$ cat src/logic/port_fifo.sv
`timescale 1ns/1ps

module port_fifo #(
   parameter int WIDTH = 32,
   parameter int DEPTH = 16
) (
   input  logic             wb_clk,
   input  logic             mem_rst,
   input  logic             push_i,
   input  logic [WIDTH-1:0] push_dat_i,
   input  logic             pop_i,
   input  logic             flush_i,     // drop all contents in one cycle
   output logic [WIDTH-1:0] pop_dat_o,   // head word, valid while not empty
   output logic             full_o,
   output logic             empty_o
);

   typedef logic [$clog2(DEPTH)-1:0] ptr_t;
   typedef logic [$clog2(DEPTH):0]   cnt_t;

   logic [WIDTH-1:0] mem [DEPTH];   // storage, no reset
   ptr_t             wr_ptr;
   ptr_t             rd_ptr;
   cnt_t             cnt;           // words held
   logic             do_push;
   logic             do_pop;

   assign full_o    = (cnt == cnt_t'(DEPTH));
   assign empty_o   = (cnt == '0);
   assign do_push   = push_i & ~full_o;    // push into a full fifo is dropped
   assign do_pop    = pop_i & ~empty_o;
   assign pop_dat_o = mem[rd_ptr];         // show-ahead head

   always_ff @(posedge wb_clk) begin
      if (mem_rst || flush_i) begin   // flush wins over a push in the same cycle
         wr_ptr <= '0;
         rd_ptr <= '0;
         cnt    <= '0;
      end else begin
         if (do_push)
            wr_ptr <= (wr_ptr == ptr_t'(DEPTH-1)) ? '0 : wr_ptr + ptr_t'(1);
         if (do_pop)
            rd_ptr <= (rd_ptr == ptr_t'(DEPTH-1)) ? '0 : rd_ptr + ptr_t'(1);
         cnt <= cnt + cnt_t'(do_push) - cnt_t'(do_pop);   // both at once keeps the count
      end
   end

   always_ff @(posedge wb_clk) begin
      if (do_push && !flush_i)
         mem[wr_ptr] <= push_dat_i;
   end

endmodule

$ cat config.mk
export PLATFORM = sky130hd
export DESIGN_NAME = port_fifo
export DESIGN_NICKNAME = d
export VERILOG_FILES = /design/src/logic/port_fifo.sv
export SDC_FILE = /design/constraint.sdc
export NUM_CORES = 1
export LEC_CHECK = 0
export ABC_CLOCK_PERIOD_IN_PS = 3300
export BUFFER_PORTS_ARGS = -buffer_cell sky130_fd_sc_hd__buf_2
export CAP_MARGIN = 20
export CORE_ASPECT_RATIO = 1.25
export CORE_MARGIN = 2
export CORE_UTILIZATION = 45
export DETAILED_ROUTE_END_ITERATION = 8
export SLEW_MARGIN = 0
export SYNTH_ARGS = -nofsm -noshare
export SYNTH_HDL_FRONTEND = slang
export SYNTH_SLANG_ARGS = --single-unit
$ cat constraint.sdc
create_clock -name wb_clk -period 3.3 [get_ports wb_clk]
set_clock_uncertainty 0.05 [all_clocks]
set_input_delay 0.66 -clock wb_clk [delete_from_list [all_inputs] [get_ports wb_clk]]
set_output_delay 0.66 -clock wb_clk [all_outputs]
set_load 0.1 [all_outputs]
### After elaboration in Yosys (flattened, before gate mapping)

Memory sizes are Yosys's and may differ from the RTL's. A register that Yosys moved wholly into a read port is not among the register bits.
Index checks and enable logic that the tools add are counted.

* add/sub/neg operators: 4
* equal/unequal tests: 3
* multiplexer cells: 6
* bitwise logic cells: 4
* reductions and logical operators: 4

Operator list (count)
* $mux 4: 4
* $add 4x1->4 const B: 2
* $eq 4x4->1 const B: 2
* $add 5x1->5: 1
* $eq 5x5->1 const B: 1
* $logic_not 5->1: 1
* $sub 5x1->5: 1
* $and 1x1->1: 2
* $mux 1: 2
* $not 1->1: 2
* $logic_and 1x1->1: 1
* $logic_not 1->1: 1
* $logic_or 1x1->1: 1

* flip-flop bits (word level): 13
* bits in writable memories: 512
* input port bits: 37
* output and inout bits: 34
* memories kept: 1

Memories
* mem: depth 16, width 32, rd ports 1, clocked after Yosys merged registers in 1, write ports 1, line 21 `logic [WIDTH-1:0] mem [DEPTH];`

### Longest topological paths before layout

* word-level depth: 6
* depth in mapped cells: 13
* depth with buffers taken out: 13

### Least setup slack after synthesis

No wires, ideal clock.

* path kind: reg2reg
* start point: register cnt[3]
* end point: register cnt[4]
* library setup time: 70 ps
* data arrival time: 2766 ps
* required time: 3180 ps
* slack: 414 ps
* cell stages (with the launch flop): 14
* path buffers: 0
* path through: dfxtp_1 > inv_1 > ha_1 > or4b_1 > nand2_1 > inv_1 > ha_1 > inv_1 > ha_1 > fa_1 > a21oi_1 > nor2_1 > or3_1 > a21oi_1

* cells in the longest elaborated chain, start to end: 5
* elaborated cells between the ends (all ways): 8
* classes of those cells: add/sub: 2; eq/ne: 1; bitwise: 4; reduce/logical: 1

RTL lines
* start: declaration: line 24 `cnt_t cnt;`
* start signal: assignment: line 44 `cnt <= cnt + cnt_t'(do_push) - cnt_t'(do_pop);`
* $eq 5x5->1: line 28 `assign full_o = (cnt == cnt_t'(DEPTH));`
* $not 1->1: line 30 `assign do_push = push_i & ~full_o;`
* $and 1x1->1: line 30
* $add 5x1->5: line 44
* $sub 5x1->5 (*): line 44

Every way passes the cells marked *; elsewhere a longest branch is shown, timed or not.
A chain may end at the register's enable or synchronous reset.

==> flow_metrics.py <==
metrics = {
    "routing": {
        "viasPerCell": 5.76,
        "drt_iter0_drc": 813,
        "ant_nets": 0,
        "drc": 0,
        "wl_per_cell_um": 26.2,
        "vias": 9294,
        "wirelength_um": 42300,
        "dr.pass1.iters": 5,
    },
    "sta": {
        "period_share_pct": 98.2,
        "slew_violations": 0,
        "fin_ws_ns": 0.0587,
        "final_hold_viol_count": 0,
        "setup_viol": 0,
        "holdWs_ns": 0.363,
        "relSlewSlack_pct": 61.1,
        "tightest_slew_ns": 0.582,
        "rsz0062_at_grt": "yes",
        "period_minus_slack_ns": 3.24,
        "max_freq_mhz": 309,
        "tns_ns": 0,
    },
    "clocking": {
        "cts_buffer_depth": 3,
        "clock_sink_count": 529,
        "cts_tree": "built",
        "root_buffer": "clkbuf_16",
        "ctsHtreeMaxLevel": 2,
        "hold_buffers": 0,
        "clk_latency_ns": 0.56,
        "cts_buffers": 49,
        "clk_pin_slew_ns": 0.06,
    },
    "placed_design": {
        "dpl_worst_slack_ns": 0.209,
        "routabilityCongestion": 0.699,
        "numPortBuffers": 70,
        "hpwl_um": 22700,
        "place_area_mm2": 0.0215,
        "dpl.cell_count": 1533,
    },
    "cells_and_area": {
        "ff_latch_area_mm2": 0.0157,
        "finalNonFillerCells": 1614,
        "nNetsFinal": 1062,
        "fill_cells": 3377,
        "antenna_cells": 0,
        "fin_area_mm2": 0.0231,
        "post_route_cells_drive_above_1_share_pct": 31.0,
        "syn2layout_area_growth_pct": 15.0,
        "layout_commonest_cell": "edfxtp_1",
        "postLayoutCoreUtil_pct": 52.4,
        "layout_common_cells": "512 x edfxtp_1, 128 x mux4_2, 63 x a22oi_1",
        "multiInputGateArea_mm2": 0.00412,
    },
    "floorplan": {
        "core_area_mm2": 0.0440,
        "die-area_mm2": 0.0463,
        "rows": 86,
        "fp.dieH_um": 240,
        "initial_utilization_pct": 45.5,
        "die_x_um": 193,
        "pin_count": 71,
    },
    "power_and_ir_drop": {
        "p_leak_nw": 7.18,
        "power_density_mw_per_mm2": 629,
        "total_power_mw": 14.5,
        "ir_worst_vdd_v": 0.000756,
    },
    "logic_synthesis": {
        "syn_nets": 943,
        "postSynthAreaPerCell_um2": 22.4,
        "ys_seq_area_share_pct": 78.4,
        "ys_ff_latch": 529,
        "yosys_warnings": 0,
        "synth_cells": 894,
        "synthesis.area_mm2": 0.0200,
        "yosysUniqueCellTypes": 34,
    },
    "global_route": {
        "antenna_found_initial": 3,
        "grt_usage_pct": 18.8,
        "grt-ovfl-total": 0,
        "grt_pass1_vias": 9731,
        "grt_pass1_wl_um": 62100,
        "grt_max_degree": 55,
    },
    "worst_setup_path": {
        "critPathMaxFanout": 21,
        "crit_type": "flip-flop to output pin",
        "worstPathArrival_ns": 2.53,
        "critPathCaptureType": "output pin",
        "start_kind": "flip-flop",
        "worstPathRequired_ns": 2.59,
    },
    "outcome": {
        "outcome": "finished, final reports clean",
    },
    "job": {
        "max-cap-violations": 0,
    },
    "min_path": {
        "hold_class": "input pin to flip-flop",
    },
}
==> routing by layer <==
metal  wire, um  vias up  global-route usage, %
met4        858        4                   5.14
met3       1950       64                   2.69
met2      21600      230                   31.6
li1           -     3997                      -
met1      17800     4999                   25.8
met5         26        -                      0
==> flip-flops by register name, summed over array words and instances, names as in the netlist, named ones only <==
name,flops
rd_ptr,4
wr_ptr,4
mem,512
cnt,5
==> synthesized netlist by cell type <==
| cell type | n | share of area [%] |
|---|---|---|
| edfxtp_1 | 512 | 77 |
| mux4_2 | 128 | 14 |
| a22oi_1 | 64 | 2.4 |
| nand2_1 | 38 | 0.71 |
| clkbuf_1 | 18 | 0.34 |
| and2_1 | 17 | 0.53 |
| dfxtp_1 | 17 | 1.7 |
| inv_1 | 12 | 0.22 |
| a21oi_1 | 11 | 0.27 |
| ha_1 | 11 | 0.69 |
| buf_1 | 9 | 0.17 |
| buf_4 | 9 | 0.34 |
| buf_2 | 8 | 0.20 |
| nor2_1 | 8 | 0.15 |
| nand3_1 | 5 | 0.12 |
| o21ai_0 | 3 | 0.075 |
| xor2_1 | 3 | 0.13 |
| a311o_1 | 2 | 0.10 |
| nor2b_1 | 2 | 0.062 |
| nor3_1 | 2 | 0.050 |
| xnor2_1 | 2 | 0.087 |
| a21o_1 | 1 | 0.037 |
| and3_1 | 1 | 0.031 |
| fa_1 | 1 | 0.10 |
| nand2_2 | 1 | 0.031 |
| nand2b_1 | 1 | 0.031 |
| nand4b_1 | 1 | 0.044 |
| nand4bb_1 | 1 | 0.056 |
| nor4_1 | 1 | 0.031 |
| nor4b_1 | 1 | 0.044 |
| or2_2 | 1 | 0.031 |
| or3_1 | 1 | 0.031 |
| or4_1 | 1 | 0.037 |
| or4b_1 | 1 | 0.050 |
==> logic make-up after synthesis <==
logic type / count (synthesis) / share of synthesized area, %
DFF: 529 / 78.4
muxes: 128 / 14.4
and+or+nand+nor: 83 / 2.05
AOI/OAI and AO/OA: 81 / 2.88
buffers and inverters: 56 / 1.27
adders and majority gates: 12 / 0.787
xor gates and xnor gates: 5 / 0.219
==> area by class of cell <==
type	instances	share of cell area, %
flip-flops and latches	529	68.2
multi-input cells	309	17.9
clock buffers	61	5.51
repair buffers	112	4.60
well taps	572	3.10
clock inverters	19	0.505
inverters	12	0.195
==> final timing paths <==
check,startpoint,to,slack (ns),cells after the start
max,flip-flop,pop_dat_o[23],0.06,6
min,push_i,wr_ptr[1],0.36,3
max reg2reg,cnt[3],cnt[4],0.24,13
min reg2reg,rd_ptr[1],flip-flop,0.47,2
==> worst max-delay path, stage by stage, from the launching register on <==
cell and delay (ns):
dfxtp_4 0.39, buf_12 0.23, buf_12 0.21, mux4_2 0.50, a22oi_1 0.21, nand2_1 0.15
buf_4 0.26
==> where the power goes <==
| part | internal [mW] | switching, mW |
|---|---|---|
| registers | 7.44 | 0.0361 |
| clock network | 2.78 | 2.27 |
| logic | 0.703 | 1.29 |
==> repair_timing <==
item | 4_1_cts | 5_1_grt
pin swaps | 0 | 1
cloned | 0 | 1
resized for setup | 19 | 30
setup endpoints to repair | 15 | 28
setup buffers | 0 | 0
No activity file was read; power rests on OpenSTA's default activity.
