$ cat src/logic/mem_bus_pkg.sv
package mem_bus_pkg;

   //////////////////////////////////////////////////
   // wishbone side widths
   //////////////////////////////////////////////////

   // byte address, reduced from the 29 bit sdram space to 1024 words
   localparam int ADDR_W = 12;

   // address step from one 32 bit word to the next
   localparam int WORD_BYTES = 4;

   typedef logic [ADDR_W-1:0] wb_addr_t;   // byte address
   typedef logic [31:0]       wb_data_t;   // data word
   typedef logic [3:0]        wb_sel_t;    // byte selects, bit 0 is the low byte

   //////////////////////////////////////////////////
   // bus request from the master
   //////////////////////////////////////////////////

   typedef struct packed {
      logic     cyc;    // bus cycle in progress
      logic     stb;    // strobe, one per word
      logic     we;     // write enable
      wb_sel_t  sel;    // byte selects
      wb_addr_t addr;   // byte address, word aligned
      wb_data_t dat;    // write data
   } wb_req_t;

endpackage

$ cat src/logic/mem_port_pkg.sv
package mem_port_pkg;

   //////////////////////////////////////////////////
   // memory port command encoding
   //////////////////////////////////////////////////

   // same codes as the sdram controller port
   typedef enum logic [2:0] {
      CMD_WRITE = 3'b010,   // write with autoprecharge
      CMD_READ  = 3'b011    // read with autoprecharge
   } cmd_instr_e;

   typedef logic [5:0] blen_t;   // burst length minus one

   localparam int READ_BURST_LEN = 8;    // words per read burst
   localparam int CMD_DEPTH      = 4;    // command queue entries
   localparam int WR_DEPTH       = 64;   // longest write block
   localparam int RD_DEPTH       = 16;   // read buffer words

   typedef struct packed {
      cmd_instr_e           instr;
      blen_t                blen;
      mem_bus_pkg::wb_addr_t addr;   // byte address of the first word
   } port_cmd_t;

   // one entry of the write queue, mask bit set means byte kept
   typedef struct packed {
      mem_bus_pkg::wb_data_t dat;
      mem_bus_pkg::wb_sel_t  mask;
   } wr_word_t;

   // wishbone to port controller states
   typedef enum logic [2:0] {
      ST_RST, ST_IDLE, ST_WR_FIFO, ST_WR_CMD, ST_RD_FIFO, ST_RD_CMD
   } ctrl_state_e;

endpackage

$ cat src/logic/wb_burst_ctrl.sv
`timescale 1ns/1ps

module wb_burst_ctrl (
   input  logic                   wb_clk,
   input  logic                   mem_rst,
   input  mem_bus_pkg::wb_req_t   req_i,
   input  logic                   wr_full_i,
   input  logic                   cmd_full_i,
   input  logic                   rd_empty_i,
   input  mem_bus_pkg::wb_data_t  rd_dat_i,
   output logic                   wr_push_o,
   output mem_port_pkg::wr_word_t wr_word_o,
   output logic                   cmd_push_o,
   output mem_port_pkg::port_cmd_t cmd_o,
   output logic                   rd_pop_o,
   output logic                   rd_flush_o,
   output logic                   ack_o,
   output logic                   stall_o,
   output mem_bus_pkg::wb_data_t  dat_o
);

   mem_port_pkg::ctrl_state_e state;
   logic [6:0]            stb_cnt;    // accepted strobes in this cycle
   logic [6:0]            ack_cnt;    // read acks given in this cycle
   mem_bus_pkg::wb_addr_t adr_beg;    // first address of the write block
   mem_bus_pkg::wb_addr_t adr_next;   // address of the read fifo head
   logic                  rd_wait;    // read burst issued, no word seen yet
   logic [3:0]            rd_pend;    // cycles until the current burst is all in
   logic                  rd_busy;
   logic                  accept;
   logic                  pending;
   logic                  hit;
   logic                  serve;

   //////////////////////////////////////////////////
   // combinational bus side
   //////////////////////////////////////////////////

   assign stall_o = wr_full_i | cmd_full_i;                // the only back-pressure
   assign accept  = req_i.cyc & req_i.stb & ~stall_o;
   assign pending = (ack_cnt < stb_cnt) | accept;          // a read still owes an ack
   assign hit     = (req_i.addr == adr_next) & ~rd_empty_i;
   assign rd_busy = rd_wait | (rd_pend != '0);

   // write data goes straight into the queue, sel inverted into a mask
   assign wr_push_o      = accept & req_i.we;
   assign wr_word_o.dat  = req_i.dat;
   assign wr_word_o.mask = ~req_i.sel;

   // hand the fifo head to the bus and pop it in the same cycle
   // words still held during the flush cycle are stale
   assign serve = (state == mem_port_pkg::ST_IDLE && accept && !req_i.we && hit) ||
                  (state == mem_port_pkg::ST_RD_FIFO && req_i.cyc && pending && !rd_empty_i &&
                   !rd_flush_o);
   assign rd_pop_o = serve;

   always_ff @(posedge wb_clk) begin
      if (serve)
         dat_o <= rd_dat_i;
   end

   //////////////////////////////////////////////////
   // control fsm
   //////////////////////////////////////////////////

   always_ff @(posedge wb_clk) begin
      if (mem_rst) begin
         state      <= mem_port_pkg::ST_RST;
         ack_o      <= 1'b0;
         cmd_push_o <= 1'b0;
         rd_flush_o <= 1'b0;
         stb_cnt    <= '0;
         ack_cnt    <= '0;
         adr_next   <= '1;   // unaligned, never matches a request
         rd_wait    <= 1'b0;
         rd_pend    <= '0;
      end else begin
         ack_o      <= wr_push_o | serve;   // one ack per write, one per served read
         cmd_push_o <= 1'b0;
         rd_flush_o <= 1'b0;
         if (accept)
            stb_cnt <= stb_cnt + 7'd1;
         if (serve) begin
            ack_cnt  <= ack_cnt + 7'd1;
            adr_next <= adr_next + mem_bus_pkg::wb_addr_t'(mem_bus_pkg::WORD_BYTES);
         end
         // after the first word shows up the engine streams the rest back to back
         // a word seen during the flush cycle belongs to the old burst
         if (rd_wait && !rd_empty_i && !rd_flush_o) begin
            rd_wait <= 1'b0;
            rd_pend <= 4'(mem_port_pkg::READ_BURST_LEN - 1);
         end else if (rd_pend != '0) begin
            rd_pend <= rd_pend - 4'd1;
         end
         case (state)
            mem_port_pkg::ST_RST: begin
               if (!req_i.cyc)   // let a cycle cut by reset finish
                  state <= mem_port_pkg::ST_IDLE;
            end
            mem_port_pkg::ST_IDLE: begin
               stb_cnt <= accept ? 7'd1 : 7'd0;
               ack_cnt <= serve ? 7'd1 : 7'd0;
               if (accept) begin
                  adr_beg <= req_i.addr;
                  if (req_i.we) begin
                     state <= mem_port_pkg::ST_WR_FIFO;
                  end else if (hit) begin
                     state <= mem_port_pkg::ST_RD_FIFO;   // served from the buffer
                  end else begin
                     // miss: drop the buffer and fetch a burst here
                     cmd_o.instr <= mem_port_pkg::CMD_READ;
                     cmd_o.blen  <= mem_port_pkg::blen_t'(mem_port_pkg::READ_BURST_LEN - 1);
                     cmd_o.addr  <= req_i.addr;
                     adr_next    <= req_i.addr;
                     if (cmd_full_i || rd_busy) begin
                        state <= mem_port_pkg::ST_RD_CMD;   // old burst still arriving
                     end else begin
                        cmd_push_o <= 1'b1;
                        rd_flush_o <= 1'b1;
                        rd_wait    <= 1'b1;
                        state      <= mem_port_pkg::ST_RD_FIFO;
                     end
                  end
               end
            end
            mem_port_pkg::ST_WR_FIFO: begin
               if (wr_full_i || !req_i.cyc) begin   // block ends here
                  cmd_o.instr <= mem_port_pkg::CMD_WRITE;
                  cmd_o.blen  <= mem_port_pkg::blen_t'(stb_cnt - 7'd1);
                  cmd_o.addr  <= adr_beg;
                  adr_next    <= '1;   // buffered read data is stale now
                  if (cmd_full_i) begin
                     state <= mem_port_pkg::ST_WR_CMD;
                  end else begin
                     cmd_push_o <= 1'b1;
                     rd_flush_o <= 1'b1;
                     state      <= mem_port_pkg::ST_IDLE;
                  end
               end
            end
            mem_port_pkg::ST_WR_CMD: begin
               if (!cmd_full_i) begin
                  cmd_push_o <= 1'b1;
                  rd_flush_o <= 1'b1;
                  state      <= mem_port_pkg::ST_IDLE;
               end
            end
            mem_port_pkg::ST_RD_FIFO: begin
               if (req_i.cyc && pending) begin
                  // buffer ran dry mid cycle, fetch the next burst
                  if (rd_empty_i && (|ack_cnt) && !rd_busy) begin
                     cmd_o.instr <= mem_port_pkg::CMD_READ;
                     cmd_o.blen  <= mem_port_pkg::blen_t'(mem_port_pkg::READ_BURST_LEN - 1);
                     cmd_o.addr  <= adr_next;
                     if (cmd_full_i) begin
                        state <= mem_port_pkg::ST_RD_CMD;
                     end else begin
                        cmd_push_o <= 1'b1;
                        rd_flush_o <= 1'b1;   // fifo is already empty here
                        rd_wait    <= 1'b1;
                     end
                  end
               end else begin
                  state <= mem_port_pkg::ST_IDLE;
               end
            end
            mem_port_pkg::ST_RD_CMD: begin
               if (!cmd_full_i && !rd_busy) begin   // command prepared earlier
                  cmd_push_o <= 1'b1;
                  rd_flush_o <= 1'b1;
                  rd_wait    <= 1'b1;
                  state      <= mem_port_pkg::ST_RD_FIFO;
               end
            end
            default: state <= mem_port_pkg::ST_RST;
         endcase
      end
   end

endmodule

$ cat config.mk
export PLATFORM = sky130hd
export DESIGN_NAME = wb_burst_ctrl
export DESIGN_NICKNAME = d
export VERILOG_FILES = /design/src/logic/mem_bus_pkg.sv /design/src/logic/mem_port_pkg.sv /design/src/logic/wb_burst_ctrl.sv
export SDC_FILE = /design/constraint.sdc
export NUM_CORES = 1
export LEC_CHECK = 0
export ABC_AREA = 0
export BUFFER_PORTS_ARGS = -buffer_cell sky130_fd_sc_hd__buf_4
export CORE_ASPECT_RATIO = 1.25
export CORE_UTILIZATION = 25
export CTS_BUF_LIST = sky130_fd_sc_hd__clkbuf_2 sky130_fd_sc_hd__clkbuf_4 sky130_fd_sc_hd__clkbuf_8
export DETAILED_ROUTE_END_ITERATION = 10
export GPL_TIMING_DRIVEN = 0
export PLACE_DENSITY = 0.53
export SYNTH_ARGS = -nofsm -noshare
export SYNTH_HDL_FRONTEND = slang
export SYNTH_SLANG_ARGS = --single-unit
export TNS_END_PERCENT = 10
$ cat constraint.sdc
create_clock -name wb_clk -period 3.2 [get_ports wb_clk]
set_input_delay 0.32 -clock wb_clk [delete_from_list [all_inputs] [get_ports wb_clk]]
set_output_delay 0.32 -clock wb_clk [all_outputs]
set_load 0.01 [all_outputs]
# Word level (Yosys, flattened, before mapping)
# Cells that the tools add are included.
[op_classes] add_sub_neg=5 n_mul=0 n_div=0 order_cmp=1 n_eq_ne=17 n_shift=0 muxes=54 bitwise=12 n_reduce_logical=33
[ops] op="$mux W21" n=6
[ops] op="$pmux W21 S3" n=1
[ops] op="$mux W12" n=5
[ops] op="$mux W3" n=11
[ops] op="$mux W7" n=4
[ops] op="$pmux W12 S2" n=1
[ops] op="$mux W1" n=22
[ops] op="$pmux W3 S6" n=1
[ops] op="$add A7 B1 Y7 const B" n=2
[ops] op="$ne A2 B2 Y1 const B" n=7
[ops] op="$logic_and A1 B1 Y1" n=13
[ops] op="$add A12 B3 Y12 const B" n=1
[ops] op="$eq A12 B12 Y1" n=1
[ops] op="$reduce_and A8 Y1" n=1
[ops] op="$lt A7 B7 Y1" n=1
[ops] op="$reduce_and A7 Y1" n=1
[ops] op="$reduce_or A7 Y1" n=1
[ops] op="$eq A3 B2 Y1 const B" n=2
[ops] op="$eq A3 B3 Y1 const B" n=2
[ops] op="$logic_not A1 Y1" n=6
[ops] op="$reduce_bool A2 Y1" n=3
[ops] op="$sub A6 B1 Y6 const B" n=1
[ops] op="$pmux W1 S5" n=1
[ops] op="$and A1 B1 Y1" n=4
[ops] op="other kinds (16)" n=24
[totals] reg_bits=101 latchBits=0 mem_bits_rw=0 rom_bits=0 input_bits=88 output_inout_bits=95 word_cells=136 mem_count=0

# Longest topological paths before layout
# Gate-level depths: netlist of run 1.
[logic_depth] depth_word=13 ltp_mapped=10 ltp_nobuf=9

# Worst setup path before layout of run 1
# Ideal clock, no wire load.
[synth_path] path_type="register to register" from="reg stb_cnt[4]" to="reg cmd_o[0] in the netlist's numbering, enable pin" setup_ns=0.419 arrival_ns=2.833 required_time_ns=2.781 slack_ns=-0.052 path_stages_with_launch=10 path_buffers=0 synth_period_minus_slack_ns=3.252 path_cell_list="dfxtp_1 inv_1 ha_1 a211oi_1 o21ai_0 a21oi_1 nor2_1 o21ai_0 nand2_1 nor3_1"
[synth_between] elab_chain_len=5
[synth_lines] item="start, declared" line_no="wb_burst_ctrl.sv:23" source="logic [6:0] stb_cnt;"
[synth_lines] item="start signal, assigned" line_no="wb_burst_ctrl.sv:82" source="stb_cnt <= stb_cnt + 7'd1;"
[synth_lines] item="start signal, assigned" line_no="wb_burst_ctrl.sv:101" source="stb_cnt <= accept ? 7'd1 : 7'd0;"
[synth_lines] item="$lt A7 B7 Y1" line_no="wb_burst_ctrl.sv:41" source="assign pending = (ack_cnt < stb_cnt) | accept;"
[synth_lines] item="$or A1 B1 Y1" line_no="wb_burst_ctrl.sv:41"
[synth_lines] item="$logic_and A1 B1 Y1" line_no="wb_burst_ctrl.sv:149" source="if (req_i.cyc && pending) begin"
[synth_lines] item="$ne A2 B1 Y1 (no source line)"
[synth_lines] item="$reduce_and A8 Y1 (no source line)"
[synth_lines] item="end, declared" line_no="wb_burst_ctrl.sv:14" source="output mem_port_pkg::port_cmd_t cmd_o,"
# No other way between the ends.
# A chain may end at the register's enable or synchronous reset.

# Worst setup path after layout of run 1
[layout_path] from="reg stb_cnt[4]" to="out rd_pop_o"
[layout_between] elab_chain_len=6
[layout_lines] item="$lt A7 B7 Y1" line_no="wb_burst_ctrl.sv:41"
[layout_lines] item="$or A1 B1 Y1" line_no="wb_burst_ctrl.sv:41"
[layout_lines] item="$logic_and A1 B1 Y1 (3 in a row)" line_no="wb_burst_ctrl.sv:53" source="(state == mem_port_pkg::ST_RD_FIFO && req_i.cyc && pending && !rd_empty_i &&"
[layout_lines] item="$logic_or A1 B1 Y1" line_no="wb_burst_ctrl.sv:52" source="assign serve = (state == mem_port_pkg::ST_IDLE && accept && !req_i.we && hit) ||"
[layout_lines] item="end, declared" line_no="wb_burst_ctrl.sv:15" source="output logic rd_pop_o,"
# No other way between the ends.

==> implementation parameters, run 1 <==
Parameter                              Value

GRT
  Number of global-route vias before repair ... 3785
  Number of antenna violations at the first check in global routing ... 0
  Global-route wire length before repair ... 18.7 mm
  GRT Overall Usage ... 12.0%
  Remaining global-route overflow ... 0
  Pin count of the biggest net entering global routing ... 34

Layout
  Share of final-layout standard cells stronger than drive strength 1 ... 35.5%
  Area growth, synth to finish ... 34.0%
  Count of placed standard cells in the final layout, fillers left out ... 861
  Core utilization of the finished layout ... 34.6%
  Number of fill cells in the layout ... 1900
  Cell area after layout ... 6540 µm²
  Antenna cells ... 0
  Final-stage net count ... 727

Critical path
  Critical path startpoint category ... register
  Setup slack of the most critical reg-to-reg path ... 0.50 ns
  Slowest CP cell ... sky130_fd_sc_hd__dfxtp_1
  Cells along the critical path ... inv_1 > ha_1 > a211oi_1 > o21ai_0 > a21oi_1 > o211ai_1 > nand2_2 > buf_12 > buf_4
  Worst endpoint data arrival time ... 2.61 ns
  Type of the setup path with the least slack ... register to output port
  Maximum fanout count along the critical path ... 33
  Register-to-Register Path Depth ... 10
  Max stage delay on crit path ... 0.38 ns
  Launching point of the worst reg2reg path ... stb_cnt[4]
  Reg2reg end ... adr_next[4]
  Required @ worst endpoint ... 2.88 ns
  Kind of end point of the critical path ... output port

CTS
  Sink count of the clock tree ... 99
  H-tree depth ... 3
  Buffer depth of the longest clock path ... 2
  TritonCTS clock tree ... done
  Clock insertion delay at the later pin of the skew report ... 0.38 ns
  Clock slew seen by the registers of the worst setup and hold paths ... 0.11 ns
  Cts bufs inserted ... 9
  Clock tree root buffer cell ... sky130_fd_sc_hd__clkbuf_8
  Count of instances resized after the clock tree is built ... 0

Place
  DP Wirelength ... 9.73 mm
  Post-detailed-placement cell area ... 6310 µm²
  Post-Place Setup Slack ... 0.143 ns
  Routability cong. ... 0.812
  Placed cell count ... 843
  I/O Buffers ... 147

Floorplan
  Number of rows created at floorplan ... 56
  Height of the die ... 158 µm
  Chip width ... 127 µm
  Core Footprint ... 18900 µm²
  Starting density of the core ... 25.8%
  Die footprint ... 20100 µm²
  I/O pin count ... 183

Pwr
  Areal power density over the cells ... 421 nW/µm²
  Part of the power in the clock network ... 29.4%
  Leak ... 2.64 nW
  Sequential group share of total power ... 51.9%
  Fraction of power consumed by combinational cells ... 18.7%
  Sw frac ... 28.9%
  Internal power consumption ... 0.00196 W
  Peak supply drop ... 0.000212 V
  Switching power summed over all nets ... 0.000795 W

Synthesis
  Xor-xnor portion of the synthesized cell area ... 5.38%
  Top flip-flop cell by instance count after synthesis ... sky130_fd_sc_hd__edfxtp_1
  Synth Area per Inst ... 10.5 µm²
  Synth Net Count ... 566
  Combinational family with the most area after synthesis ... simple AND/OR/NAND/NOR gates
  Synth Area in Adders ... 3.84%
  Proportion of synthesized area in mux cells ... 1.67%
  Synthesis Warnings ... 0
  Count of mapped cells out of synthesis ... 463
  FF+latch count, synth ... 99
  Netlist cell types ... 59
  Portion of the post-synthesis area used by sequential elements ... 53.5%
  Share of synthesized cell area in and, or, nand and nor gates ... 16.4%
  Post-synthesis instance area ... 4880 µm²
  Share of flip-flops with an asynchronous set or reset ... 0%
  Post-synth EDFFs ... 63
  Area fraction in compound gates after synthesis ... 10.5%

Timing
  Final setup viols ... 0
  Relative slew margins ... 22.7%
  Actual transition at the worst max-transition pin ... 1.16 ns
  Clock skew after layout ... 0.0131 ns
  Final Hold Fails ... 0
  Setup TNS after final layout ... 0 ns
  Clock period minus final worst setup slack ... 2.93 ns
  Timing-limited maximum frequency ... 341 MHz
  Share of the clock period used by the worst path after layout ... 91.7%
  Post-route worst setup slack ... 0.266 ns
  RSZ-0062 raised after global routing ... no
  Final max-slew violation count ... 0

Detailed routing
  Total DRC errors in the routed layout ... 0
  Antenna-violating nets left ... 0
  First-iteration detailed-routing DRC count ... 256
  Via Count ... 3963
  Post-DR wirelength/cell ... 14.3 µm
  Via density per instance ... 4.60
  Total routed wirelength ... 12.3 mm
  First-pass iteration count of the detailed router ... 4

Min path
  Worst Hold Path Cells ... 1
  Hold path startpoint ... rd_dat_i[24]
  Path category of the worst min-delay check ... primary input to register
  Sink of the worst hold path ... dat_o[24]

Job
  Max Cap Violations ... 0

Outcome
  Outcome ... finished, final reports clean
-- flip-flops by register name, summed over array words and instances (netlist names) --
| name | cells |
|---|---|
| ack_cnt | 7 |
| adr_next | 12 |
| rd_wait | 1 |
| adr_beg | 12 |
| cmd_o | 19 |
| dat_o | 32 |
| rd_pend | 4 |
| rd_flush_o | 1 |
| state | 3 |
| stb_cnt | 7 |
| ack_o | 1 |
-- how the worst max path moves through the flow --
stage	startpoint	endpoint	slack [ns]	cells past startpoint
final	stb_cnt[4]	rd_pop_o	0.27	9
after CTS	stb_cnt[4]	rd_pop_o	0.005	9
after global routing	stb_cnt[4]	rd_pop_o	0.02	9
after floorplan	stb_cnt[4]	adr_next[4]	0.17	9
after global placement	stb_cnt[4]	adr_next[4]	-0.59	9
after detailed placement	cmd_full_i	cmd_o[5]	0.14	7
-- critical path, delay by kind of cell, from the launching register on --
kind	cells	cell delay, ns
AO/OA/AOI/OAI	4	0.84
adder cells (fa/ha/maj)	1	0.32
flip-flops	1	0.38
buffers and inverters	3	0.47
AND/OR/NAND/NOR	1	0.21
-- cell type report --
class	instances	area, µm²	share of cell area [%]
flip-flops and latches	99	2610	39.9
plain buffers	52	345	5.28
multi-input cells	293	1870	28.5
inverters	19	71.3	1.09
clock buffers	9	124	1.89
clock inverters	7	78.8	1.21
well taps	232	290	4.44
repair buffers	150	1150	17.6
-- repair_timing --
item / 4_1_cts / 5_1_grt
endpoints found under the hold margin: 0 / 0
hold buffers: 0 / 0
setup buffers: 0 / 2
endpoints found under the setup margin: 0 / 20
-- layout by cell type (no fill, tap or decap), types with 15 or more instances in the layout --
master and instances:
sky130_fd_sc_hd__buf_4 183, sky130_fd_sc_hd__edfxtp_1 63, sky130_fd_sc_hd__nand2_1 47, sky130_fd_sc_hd__nor2_1 43
sky130_fd_sc_hd__dfxtp_1 36, sky130_fd_sc_hd__a21oi_1 26, sky130_fd_sc_hd__inv_1 18, sky130_fd_sc_hd__xnor2_1 17
sky130_fd_sc_hd__nand3_1 16, sky130_fd_sc_hd__ha_1 15
-- power by group through the flow --
stage / combinational (W) / clock [W] / sequential [W]
after floorplan: 0.000318 / 0 / 0.00146
after global placement: 0.000498 / 0 / 0.00146
after detailed placement: 0.000513 / 0 / 0.00146
after CTS: 0.000515 / 0.000851 / 0.00143
after global routing: 0.000565 / 0.000890 / 0.00144
final: 0.000515 / 0.000811 / 0.00143
-- cells in the mapped netlist (5+ instances only) --
cell,instances,share of area [%]
sky130_fd_sc_hd__a22oi_1,14,2.2
sky130_fd_sc_hd__or3_1,10,1.3
sky130_fd_sc_hd__edfxtp_1,63,39
sky130_fd_sc_hd__mux2i_1,7,1.4
sky130_fd_sc_hd__nor3_1,12,1.2
sky130_fd_sc_hd__nand4_1,5,0.64
sky130_fd_sc_hd__a21oi_1,26,2.7
sky130_fd_sc_hd__xnor2_1,17,3.0
sky130_fd_sc_hd__buf_4,35,5.4
sky130_fd_sc_hd__xor2_1,13,2.3
sky130_fd_sc_hd__nand3_1,16,1.6
sky130_fd_sc_hd__nand2_1,48,3.7
sky130_fd_sc_hd__nand2b_1,5,0.64
sky130_fd_sc_hd__dfxtp_1,36,15
sky130_fd_sc_hd__o21ai_0,10,1.0
sky130_fd_sc_hd__ha_1,15,3.8
sky130_fd_sc_hd__nor2_1,43,3.3
sky130_fd_sc_hd__inv_1,18,1.4
sky130_fd_sc_hd__clkbuf_1,12,0.92
-- per-stage QoR --
| step | hold WS [ns] | power (W) |
|---|---|---|
| detailed placement | 0.499 | 0.00197 |
| CTS | 0.0838 | 0.00280 |
| finish | 0.106 | 0.00276 |
| global route | 0.0792 | 0.00289 |
| global placement | 0.499 | 0.00195 |
| floorplan | 0.399 | 0.00178 |
-- logic make-up after synthesis --
| family | Yosys count |
|---|---|
| adder cells (fa/ha/maj) | 15 |
| AO/OA/AOI/OAI | 75 |
| buffers and inverters | 71 |
| XOR/XNOR | 30 |
| multiplexers | 8 |
| AND/OR/NAND/NOR | 163 |
| other | 2 |
| flip-flops | 99 |
-- metal layers --
metal	up-vias	global-route usage, %	wire length, µm	part of all wire, %
li1	1931	-	-	-
met3	16	3.31	960	7.8
met1	1823	12.5	4890	40
met5	-	0	0	0
met4	0	4.59	250	2.0
met2	193	22.7	6220	51
(Power assumes the default switching activity.)
==> inputs of run 2 (changes only) <==
- BUFFER_PORTS_ARGS: -buffer_cell sky130_fd_sc_hd__buf_4 -> unset
- CTS_CLUSTER_SIZE: unset -> 12
- DONT_BUFFER_PORTS: unset -> 1
- PLACE_DENSITY: 0.53 -> 0.45
==> run 2 against run 1 <==
Via count shrank 13%. Non-clock buffer count shrank 147. Fmax grew 4.7%. Worst setup slack gained 0.13 ns. Wire length shrank 8.1%. Combinational power shrank 23%. Core utilization shrank 5.9 points. Design area shrank 17%. Die area is the same. Largest power group unchanged. Register-to-register slack lost 0.10 ns. Critical path depth is the same. First-iteration DRC count shrank 52%.
==> implementation parameters, run 2 (synthesis gave the netlist of run 1 again) <==
Parameter                              Value

Outcome
  Outcome ... finished, final reports clean (unchanged)

CTS
  H-tree depth ... 3 (unchanged)
  Cts bufs inserted ... 9 (unchanged)
  Clock tree root buffer cell ... sky130_fd_sc_hd__clkbuf_8 (unchanged)
  Clock insertion delay at the later pin of the skew report ... 0.37 ns (was 0.38 ns)
  TritonCTS clock tree ... done (unchanged)
  Sink count of the clock tree ... 99 (unchanged)
  Count of instances resized after the clock tree is built ... 0 (unchanged)
  Clock slew seen by the registers of the worst setup and hold paths ... 0.10 ns (was 0.11 ns)
  Buffer depth of the longest clock path ... 2 (unchanged)

GRT
  Remaining global-route overflow ... 0 (unchanged)
  Pin count of the biggest net entering global routing ... 33 (was 34)
  Number of global-route vias before repair ... 3338 (was 3785)
  GRT Overall Usage ... 11.6% (was 12.0%)
  Number of antenna violations at the first check in global routing ... 1 (was 0)
  Global-route wire length before repair ... 17.8 mm (was 18.7 mm)

Critical path
  Worst endpoint data arrival time ... 3.08 ns (was 2.61 ns)
  Kind of end point of the critical path ... register (was output port)
  Maximum fanout count along the critical path ... 8 (was 33)
  Type of the setup path with the least slack ... register to register (was register to output port)
  Critical path startpoint category ... register (unchanged)
  Register-to-Register Path Depth ... 9 (was 10)
  Required @ worst endpoint ... 3.48 ns (was 2.88 ns)

Min path
  Path category of the worst min-delay check ... primary input to register (unchanged)
  Worst Hold Path Cells ... 0 (was 1)

Detailed routing
  Post-DR wirelength/cell ... 15.9 µm (was 14.3 µm)
  Uppermost metal layer occupied by signal nets ... met5 (was met4)
  Antenna-violating nets left ... 0 (unchanged)
  First-pass iteration count of the detailed router ... 4 (unchanged)
  Via density per instance ... 4.84 (was 4.60)
  Total DRC errors in the routed layout ... 0 (unchanged)
  DRT met1 WL ... 4.48 mm (was 4.89 mm)
  Via Count ... 3458 (was 3963)
  First-iteration detailed-routing DRC count ... 122 (was 256)
  WL met2 ... 5.54 mm (was 6.22 mm)
  Total routed wirelength ... 11.3 mm (was 12.3 mm)
  Routed met3 length ... 1.01 mm (was 960 µm)

Floorplan
  I/O pin count ... 183 (unchanged)
  Chip width ... 127 µm (unchanged)
  Core Footprint ... 18900 µm² (unchanged)
  Die footprint ... 20100 µm² (unchanged)
  Number of rows created at floorplan ... 56 (unchanged)
  Height of the die ... 158 µm (unchanged)
  Starting density of the core ... 25.8% (unchanged)

Pwr
  Leak ... 1.92 nW (was 2.64 nW)
  Areal power density over the cells ... 480 nW/µm² (was 421 nW/µm²)
  Overall Power ... 0.00260 W (was 0.00276 W)
  Peak supply drop ... 0.000182 V (was 0.000212 V)

Layout
  Final-stage net count ... 580 (was 727)
  Antenna cells ... 0 (unchanged)
  Total area of multi-input combinational cells ... 1870 µm² (unchanged)
  Register cell area after layout ... 2610 µm² (unchanged)
  Largest Register ... dat_o (unchanged)
  Count of placed standard cells in the final layout, fillers left out ... 714 (was 861)
  Most common cell after layout, fill and taps aside ... sky130_fd_sc_hd__edfxtp_1 (was sky130_fd_sc_hd__buf_4)
  Highest-count cells in the layout ignoring fill and taps ... sky130_fd_sc_hd__edfxtp_1 (63), sky130_fd_sc_hd__nand2_1 (47), sky130_fd_sc_hd__nor2_1 (43) (was sky130_fd_sc_hd__buf_4 (183), sky130_fd_sc_hd__edfxtp_1 (63), sky130_fd_sc_hd__nand2_1 (47))
  Area growth, synth to finish ... 11.0% (was 34.0%)
  Share of final-layout standard cells stronger than drive strength 1 ... 15.4% (was 35.5%)
  Cell area after layout ... 5420 µm² (was 6540 µm²)
  Flip-flop count of the largest register after layout ... 32 (unchanged)
  Number of fill cells in the layout ... 1957 (was 1900)
  Registers with the most flip-flops ... dat_o x32, cmd_o x19 (unchanged)

Timing
  Final max-slew violation count ... 0 (unchanged)
  RSZ-0062 raised after global routing ... no (unchanged)
  Actual transition at the worst max-transition pin ... 1.10 ns (was 1.16 ns)
  Clock period minus final worst setup slack ... 2.80 ns (was 2.93 ns)
  Timing-limited maximum frequency ... 357 MHz (was 341 MHz)
  Share of the clock period used by the worst path after layout ... 87.6% (was 91.7%)
  Relative slew margins ... 26.3% (was 22.7%)
  Post-route worst setup slack ... 0.397 ns (was 0.266 ns)
  Final setup viols ... 0 (unchanged)
  Clock skew after layout ... 0.00818 ns (was 0.0131 ns)
  Final Hold Fails ... 0 (unchanged)

Place
  Placed cell count ... 696 (was 843)
  Routability cong. ... 0.824 (was 0.812)
  Post-Place Setup Slack ... 0.215 ns (was 0.143 ns)
  DP Wirelength ... 8.70 mm (was 9.73 mm)
  I/O Buffers ... 0 (was 147)
  Post-detailed-placement cell area ... 5210 µm² (was 6310 µm²)

Job
  Max Cap Violations ... 0 (unchanged)
-- run 2: changes by cell type in the layout (fill, tap and decap cells not counted), sizes merged --
cell,before,now
buf,190,42
clkinvlp,0,2
clkinv,3,2
dlygate4sd3,0,1
inv,23,22
-- run 2: timing repair --
| item | CTS | global route |
|---|---|---|
| endpoints found under the hold margin | 1 | 0 |
| endpoints found under the setup margin | 0 | 5 |
| buffers inserted | 0 | 1 |
| hold buffers | 1 | 0 |
-- run 2: path summary, 6_finish.rpt --
check                                    to        start  slack, ns
worst max register to register  adr_next[4]   stb_cnt[4]       0.40
worst min-delay path               dat_o[3]  rd_dat_i[3]       0.03
worst max-delay path            adr_next[4]   stb_cnt[4]       0.40
worst min register to register   rd_pend[3]      rd_wait       0.53
-- run 2: final cells by class --
cell class	count	share of cell area [%]
clock inverter	7	1.09
tap	232	5.36
multi-input combinational	293	34.4
inverter	19	1.32
timing repair buffer	3	0.924
sequential	99	48.2
buffer	52	6.37
clock buffer	9	2.29
-- run 2: power by group --
group	internal, W	switching, W	total (W)
Combinational	0.000168	0.000230	0.000398
Sequential	0.00140	0.0000343	0.00144
Clock	0.000295	0.000469	0.000764
-- run 2: critical path: stages (launching register included) --
cell and delay, ns:
sky130_fd_sc_hd__dfxtp_1 0.37, sky130_fd_sc_hd__inv_1 0.11, sky130_fd_sc_hd__ha_1 0.31, sky130_fd_sc_hd__a211oi_1 0.07, sky130_fd_sc_hd__o21ai_0 0.19, sky130_fd_sc_hd__a21oi_1 0.10
sky130_fd_sc_hd__o211ai_1 0.52, sky130_fd_sc_hd__nand2_2 0.37, sky130_fd_sc_hd__a2111oi_0 0.44, sky130_fd_sc_hd__and3b_1 0.22
-- run 2: per-layer routing --
layer / vias to the layer above / global-route usage, %
met2: 176 / 20.8
met3: 22 / 4.39
met4: 2 / 5.50
li1: 1636 / -
met1: 1622 / 12.0
met5: - / 0
-- run 2: metrics by stage --
stage / utilization [%] / TNS, ns / hold slack (ns)
after global placement: 27.4 / -14.15 / 0.405
after CTS: 28.5 / 0 / 0.00766
final: 28.6 / 0 / 0.0328
after detailed placement: 27.5 / 0 / 0.409
after global routing: 28.6 / 0 / 0.000776
after floorplan: - / 0 / 0.399
==> inputs of run 3 (changes only) <==
- MAX_ROUTING_LAYER: unset -> met4
==> run 3 against run 2 <==
Critical path depth stayed put. Count of clock-buffer cells in the layout stayed put. Cell count is 0.14% higher. Die area stayed put. Clock power hardly changed. Sequential power hardly changed. Clock skew hardly changed. Power is 0.18% lower. Combinational power hardly changed.
==> implementation parameters, run 3 (synthesis gave the netlist of run 1 again) <==
Parameter                              Value

Outcome
  Outcome ... finished, final reports clean (unchanged)

CTS
  Count of instances resized after the clock tree is built ... 0 (unchanged)
  Clock tree root buffer cell ... sky130_fd_sc_hd__clkbuf_8 (unchanged)
  Sink count of the clock tree ... 99 (unchanged)
  Buffer depth of the longest clock path ... 2 (unchanged)
  Clock insertion delay at the later pin of the skew report ... 0.37 ns (about the same)
  Cts bufs inserted ... 9 (unchanged)
  H-tree depth ... 3 (unchanged)
  TritonCTS clock tree ... done (unchanged)
  Clock slew seen by the registers of the worst setup and hold paths ... 0.10 ns (about the same)

Critical path
  Setup slack of the most critical reg-to-reg path ... 0.39 ns (was 0.40 ns)
  Kind of end point of the critical path ... register (unchanged)
  Max stage delay on crit path ... 0.53 ns (was 0.52 ns)
  Type of the setup path with the least slack ... register to register (unchanged)
  Required @ worst endpoint ... 3.48 ns (about the same)
  Launching point of the worst reg2reg path ... stb_cnt[4] (unchanged)
  Slowest CP cell ... sky130_fd_sc_hd__o211ai_1 (unchanged)
  Cells along the critical path ... inv_1 > ha_1 > a211oi_1 > o21ai_0 > a21oi_1 > o211ai_1 > nand2_2 > a2111oi_0 > and3b_1 (unchanged)
  Register-to-Register Path Depth ... 9 (unchanged)
  Critical path startpoint category ... register (unchanged)
  Reg2reg end ... adr_next[4] (unchanged)
  Maximum fanout count along the critical path ... 8 (unchanged)
  Worst endpoint data arrival time ... 3.08 ns (about the same)

Detailed routing
  Total routed wirelength ... 11.3 mm (about the same)
  Post-DR wirelength/cell ... 15.8 µm (was 15.9 µm)
  First-iteration detailed-routing DRC count ... 141 (was 122)
  Via density per instance ... 4.84 (about the same)
  First-pass iteration count of the detailed router ... 4 (unchanged)
  Antenna-violating nets left ... 0 (unchanged)
  Total DRC errors in the routed layout ... 0 (unchanged)
  Via Count ... 3459 (was 3458)

Pwr
  Internal power consumption ... 0.00187 W (about the same)
  Peak supply drop ... 0.000181 V (was 0.000182 V)
  Areal power density over the cells ... 479 nW/µm² (was 480 nW/µm²)
  Sequential group share of total power ... 55.4% (was 55.3%)
  Part of the power in the clock network ... 29.3% (was 29.4%)
  Leak ... 1.92 nW (unchanged)
  Switching power summed over all nets ... 0.000729 W (was 0.000734 W)
  Sw frac ... 28.1% (was 28.2%)
  Fraction of power consumed by combinational cells ... 15.3% (about the same)

Floorplan
  Height of the die ... 158 µm (unchanged)
  Number of rows created at floorplan ... 56 (unchanged)
  Starting density of the core ... 25.8% (unchanged)
  Die footprint ... 20100 µm² (unchanged)
  I/O pin count ... 183 (unchanged)
  Core Footprint ... 18900 µm² (unchanged)
  Chip width ... 127 µm (unchanged)

Timing
  Clock skew after layout ... 0.00778 ns (was 0.00818 ns)
  Clock period minus final worst setup slack ... 2.81 ns (was 2.80 ns)
  RSZ-0062 raised after global routing ... no (unchanged)
  Final setup viols ... 0 (unchanged)
  Timing-limited maximum frequency ... 356 MHz (was 357 MHz)
  Relative slew margins ... 25.9% (was 26.3%)
  Actual transition at the worst max-transition pin ... 1.11 ns (was 1.10 ns)
  Final max-slew violation count ... 0 (unchanged)
  Final Hold Fails ... 0 (unchanged)
  Setup TNS after final layout ... 0 ns (unchanged)
  Share of the clock period used by the worst path after layout ... 87.7% (was 87.6%)

Place
  Post-detailed-placement cell area ... 5210 µm² (unchanged)
  I/O Buffers ... 0 (unchanged)
  DP Wirelength ... 8.70 mm (unchanged)
  Routability cong. ... 0.836 (was 0.824)

Layout
  Share of final-layout standard cells stronger than drive strength 1 ... 15.4% (unchanged)
  Final-stage net count ... 580 (unchanged)
  Register cell area after layout ... 2610 µm² (unchanged)
  Area growth, synth to finish ... 11.0% (about the same)
  Flip-flop count of the largest register after layout ... 32 (unchanged)
  Number of fill cells in the layout ... 1956 (was 1957)
  Largest Register ... dat_o (unchanged)
  Highest-count cells in the layout ignoring fill and taps ... sky130_fd_sc_hd__edfxtp_1 (63), sky130_fd_sc_hd__nand2_1 (47), sky130_fd_sc_hd__nor2_1 (43) (unchanged)
  Registers with the most flip-flops ... dat_o x32, cmd_o x19 (unchanged)
  Total area of multi-input combinational cells ... 1870 µm² (unchanged)
  Most common cell after layout, fill and taps aside ... sky130_fd_sc_hd__edfxtp_1 (unchanged)
  Cell area after layout ... 5420 µm² (about the same)

Min path
  Sink of the worst hold path ... dat_o[3] (unchanged)
  Path category of the worst min-delay check ... primary input to register (unchanged)
  Hold path startpoint ... rd_dat_i[3] (unchanged)
  Worst Hold Path Cells ... 0 (unchanged)

GRT
  Remaining global-route overflow ... 0 (unchanged)
  Number of global-route vias before repair ... 3340 (was 3338)
  Pin count of the biggest net entering global routing ... 33 (unchanged)
  Number of antenna violations at the first check in global routing ... 1 (unchanged)
  GRT Overall Usage ... 11.9% (was 11.6%)
  Global-route wire length before repair ... 17.7 mm (was 17.8 mm)

Job
  Max Cap Violations ... 0 (unchanged)
## run 3: changes by cell type in the layout (fill, tap and decap cells not counted), sizes merged
| cell | before | now |
|---|---|---|
| diode | 0 | 1 |
## run 3: cell type report
class	count	share of cell area, %
clock buffer	9	2.28
buffer	52	6.37
inverter	19	1.32
multi-input combinational	293	34.4
antenna	1	0.0462
clock inverter	7	1.08
sequential	99	48.2
tap	232	5.35
timing repair buffer	3	0.923
## run 3: worst max-delay path, delay by kind of cell (launching register included)
| kind | cells | cell delay, ns |
|---|---|---|
| AOI/OAI and AO/OA | 5 | 1.33 |
| and+or+nand+nor | 2 | 0.59 |
| adders and majority gates | 1 | 0.31 |
| DFF | 1 | 0.37 |
| buffers and inverters | 1 | 0.11 |
## run 3: worst max-delay path by stage
| stage | start | to | slack, ns |
|---|---|---|---|
| final | stb_cnt[4] | adr_next[4] | 0.39 |
| after detailed placement | stb_cnt[4] | cmd_o[3] | 0.21 |
| after floorplan | stb_cnt[4] | adr_next[4] | 0.17 |
| after CTS | stb_cnt[4] | cmd_o[12] | 0.19 |
| after global routing | stb_cnt[4] | adr_next[4] | 0.12 |
| after global placement | stb_cnt[4] | adr_next[4] | -0.62 |
## run 3: repair_timing
action | in CTS | in global routing
buffers inserted | 0 | 1
hold buffers | 1 | 0
endpoints found under the setup margin | 0 | 5
endpoints found under the hold margin | 1 | 0
## run 3: metal layers
layer,part of all wire (%),global-route usage (%),up-vias,wire (µm)
li1,-,-,1641,-
met1,39,11.9,1622,4430
met2,49,20.8,179,5540
met3,9.1,4.33,17,1020
met4,2.5,5.50,0,284
met5,0,-,-,0
## run 3: through the flow
step	power (W)	utilization, %	hold slack (ns)	setup WS, ns	instances
2_1_floorplan	0.00178	-	0.399	0.165	463
3_3_place_gp	0.00185	27.4	0.405	-0.616	695
3_5_place_dp	0.00186	27.5	0.409	0.215	696
4_1_cts	0.00263	28.5	0.00766	0.188	713
5_1_grt	0.00273	28.7	0.000834	0.117	715
6_report	0.00259	28.7	0.0328	0.392	715
## run 3: power by group through the flow
stage / sequential [W] / combinational [W] / clock [W]
after global routing: 0.00144 / 0.000445 / 0.000846
final: 0.00144 / 0.000397 / 0.000761
after global placement: 0.00147 / 0.000385 / 0
after CTS: 0.00144 / 0.000398 / 0.000796
after detailed placement: 0.00147 / 0.000395 / 0
after floorplan: 0.00146 / 0.000318 / 0
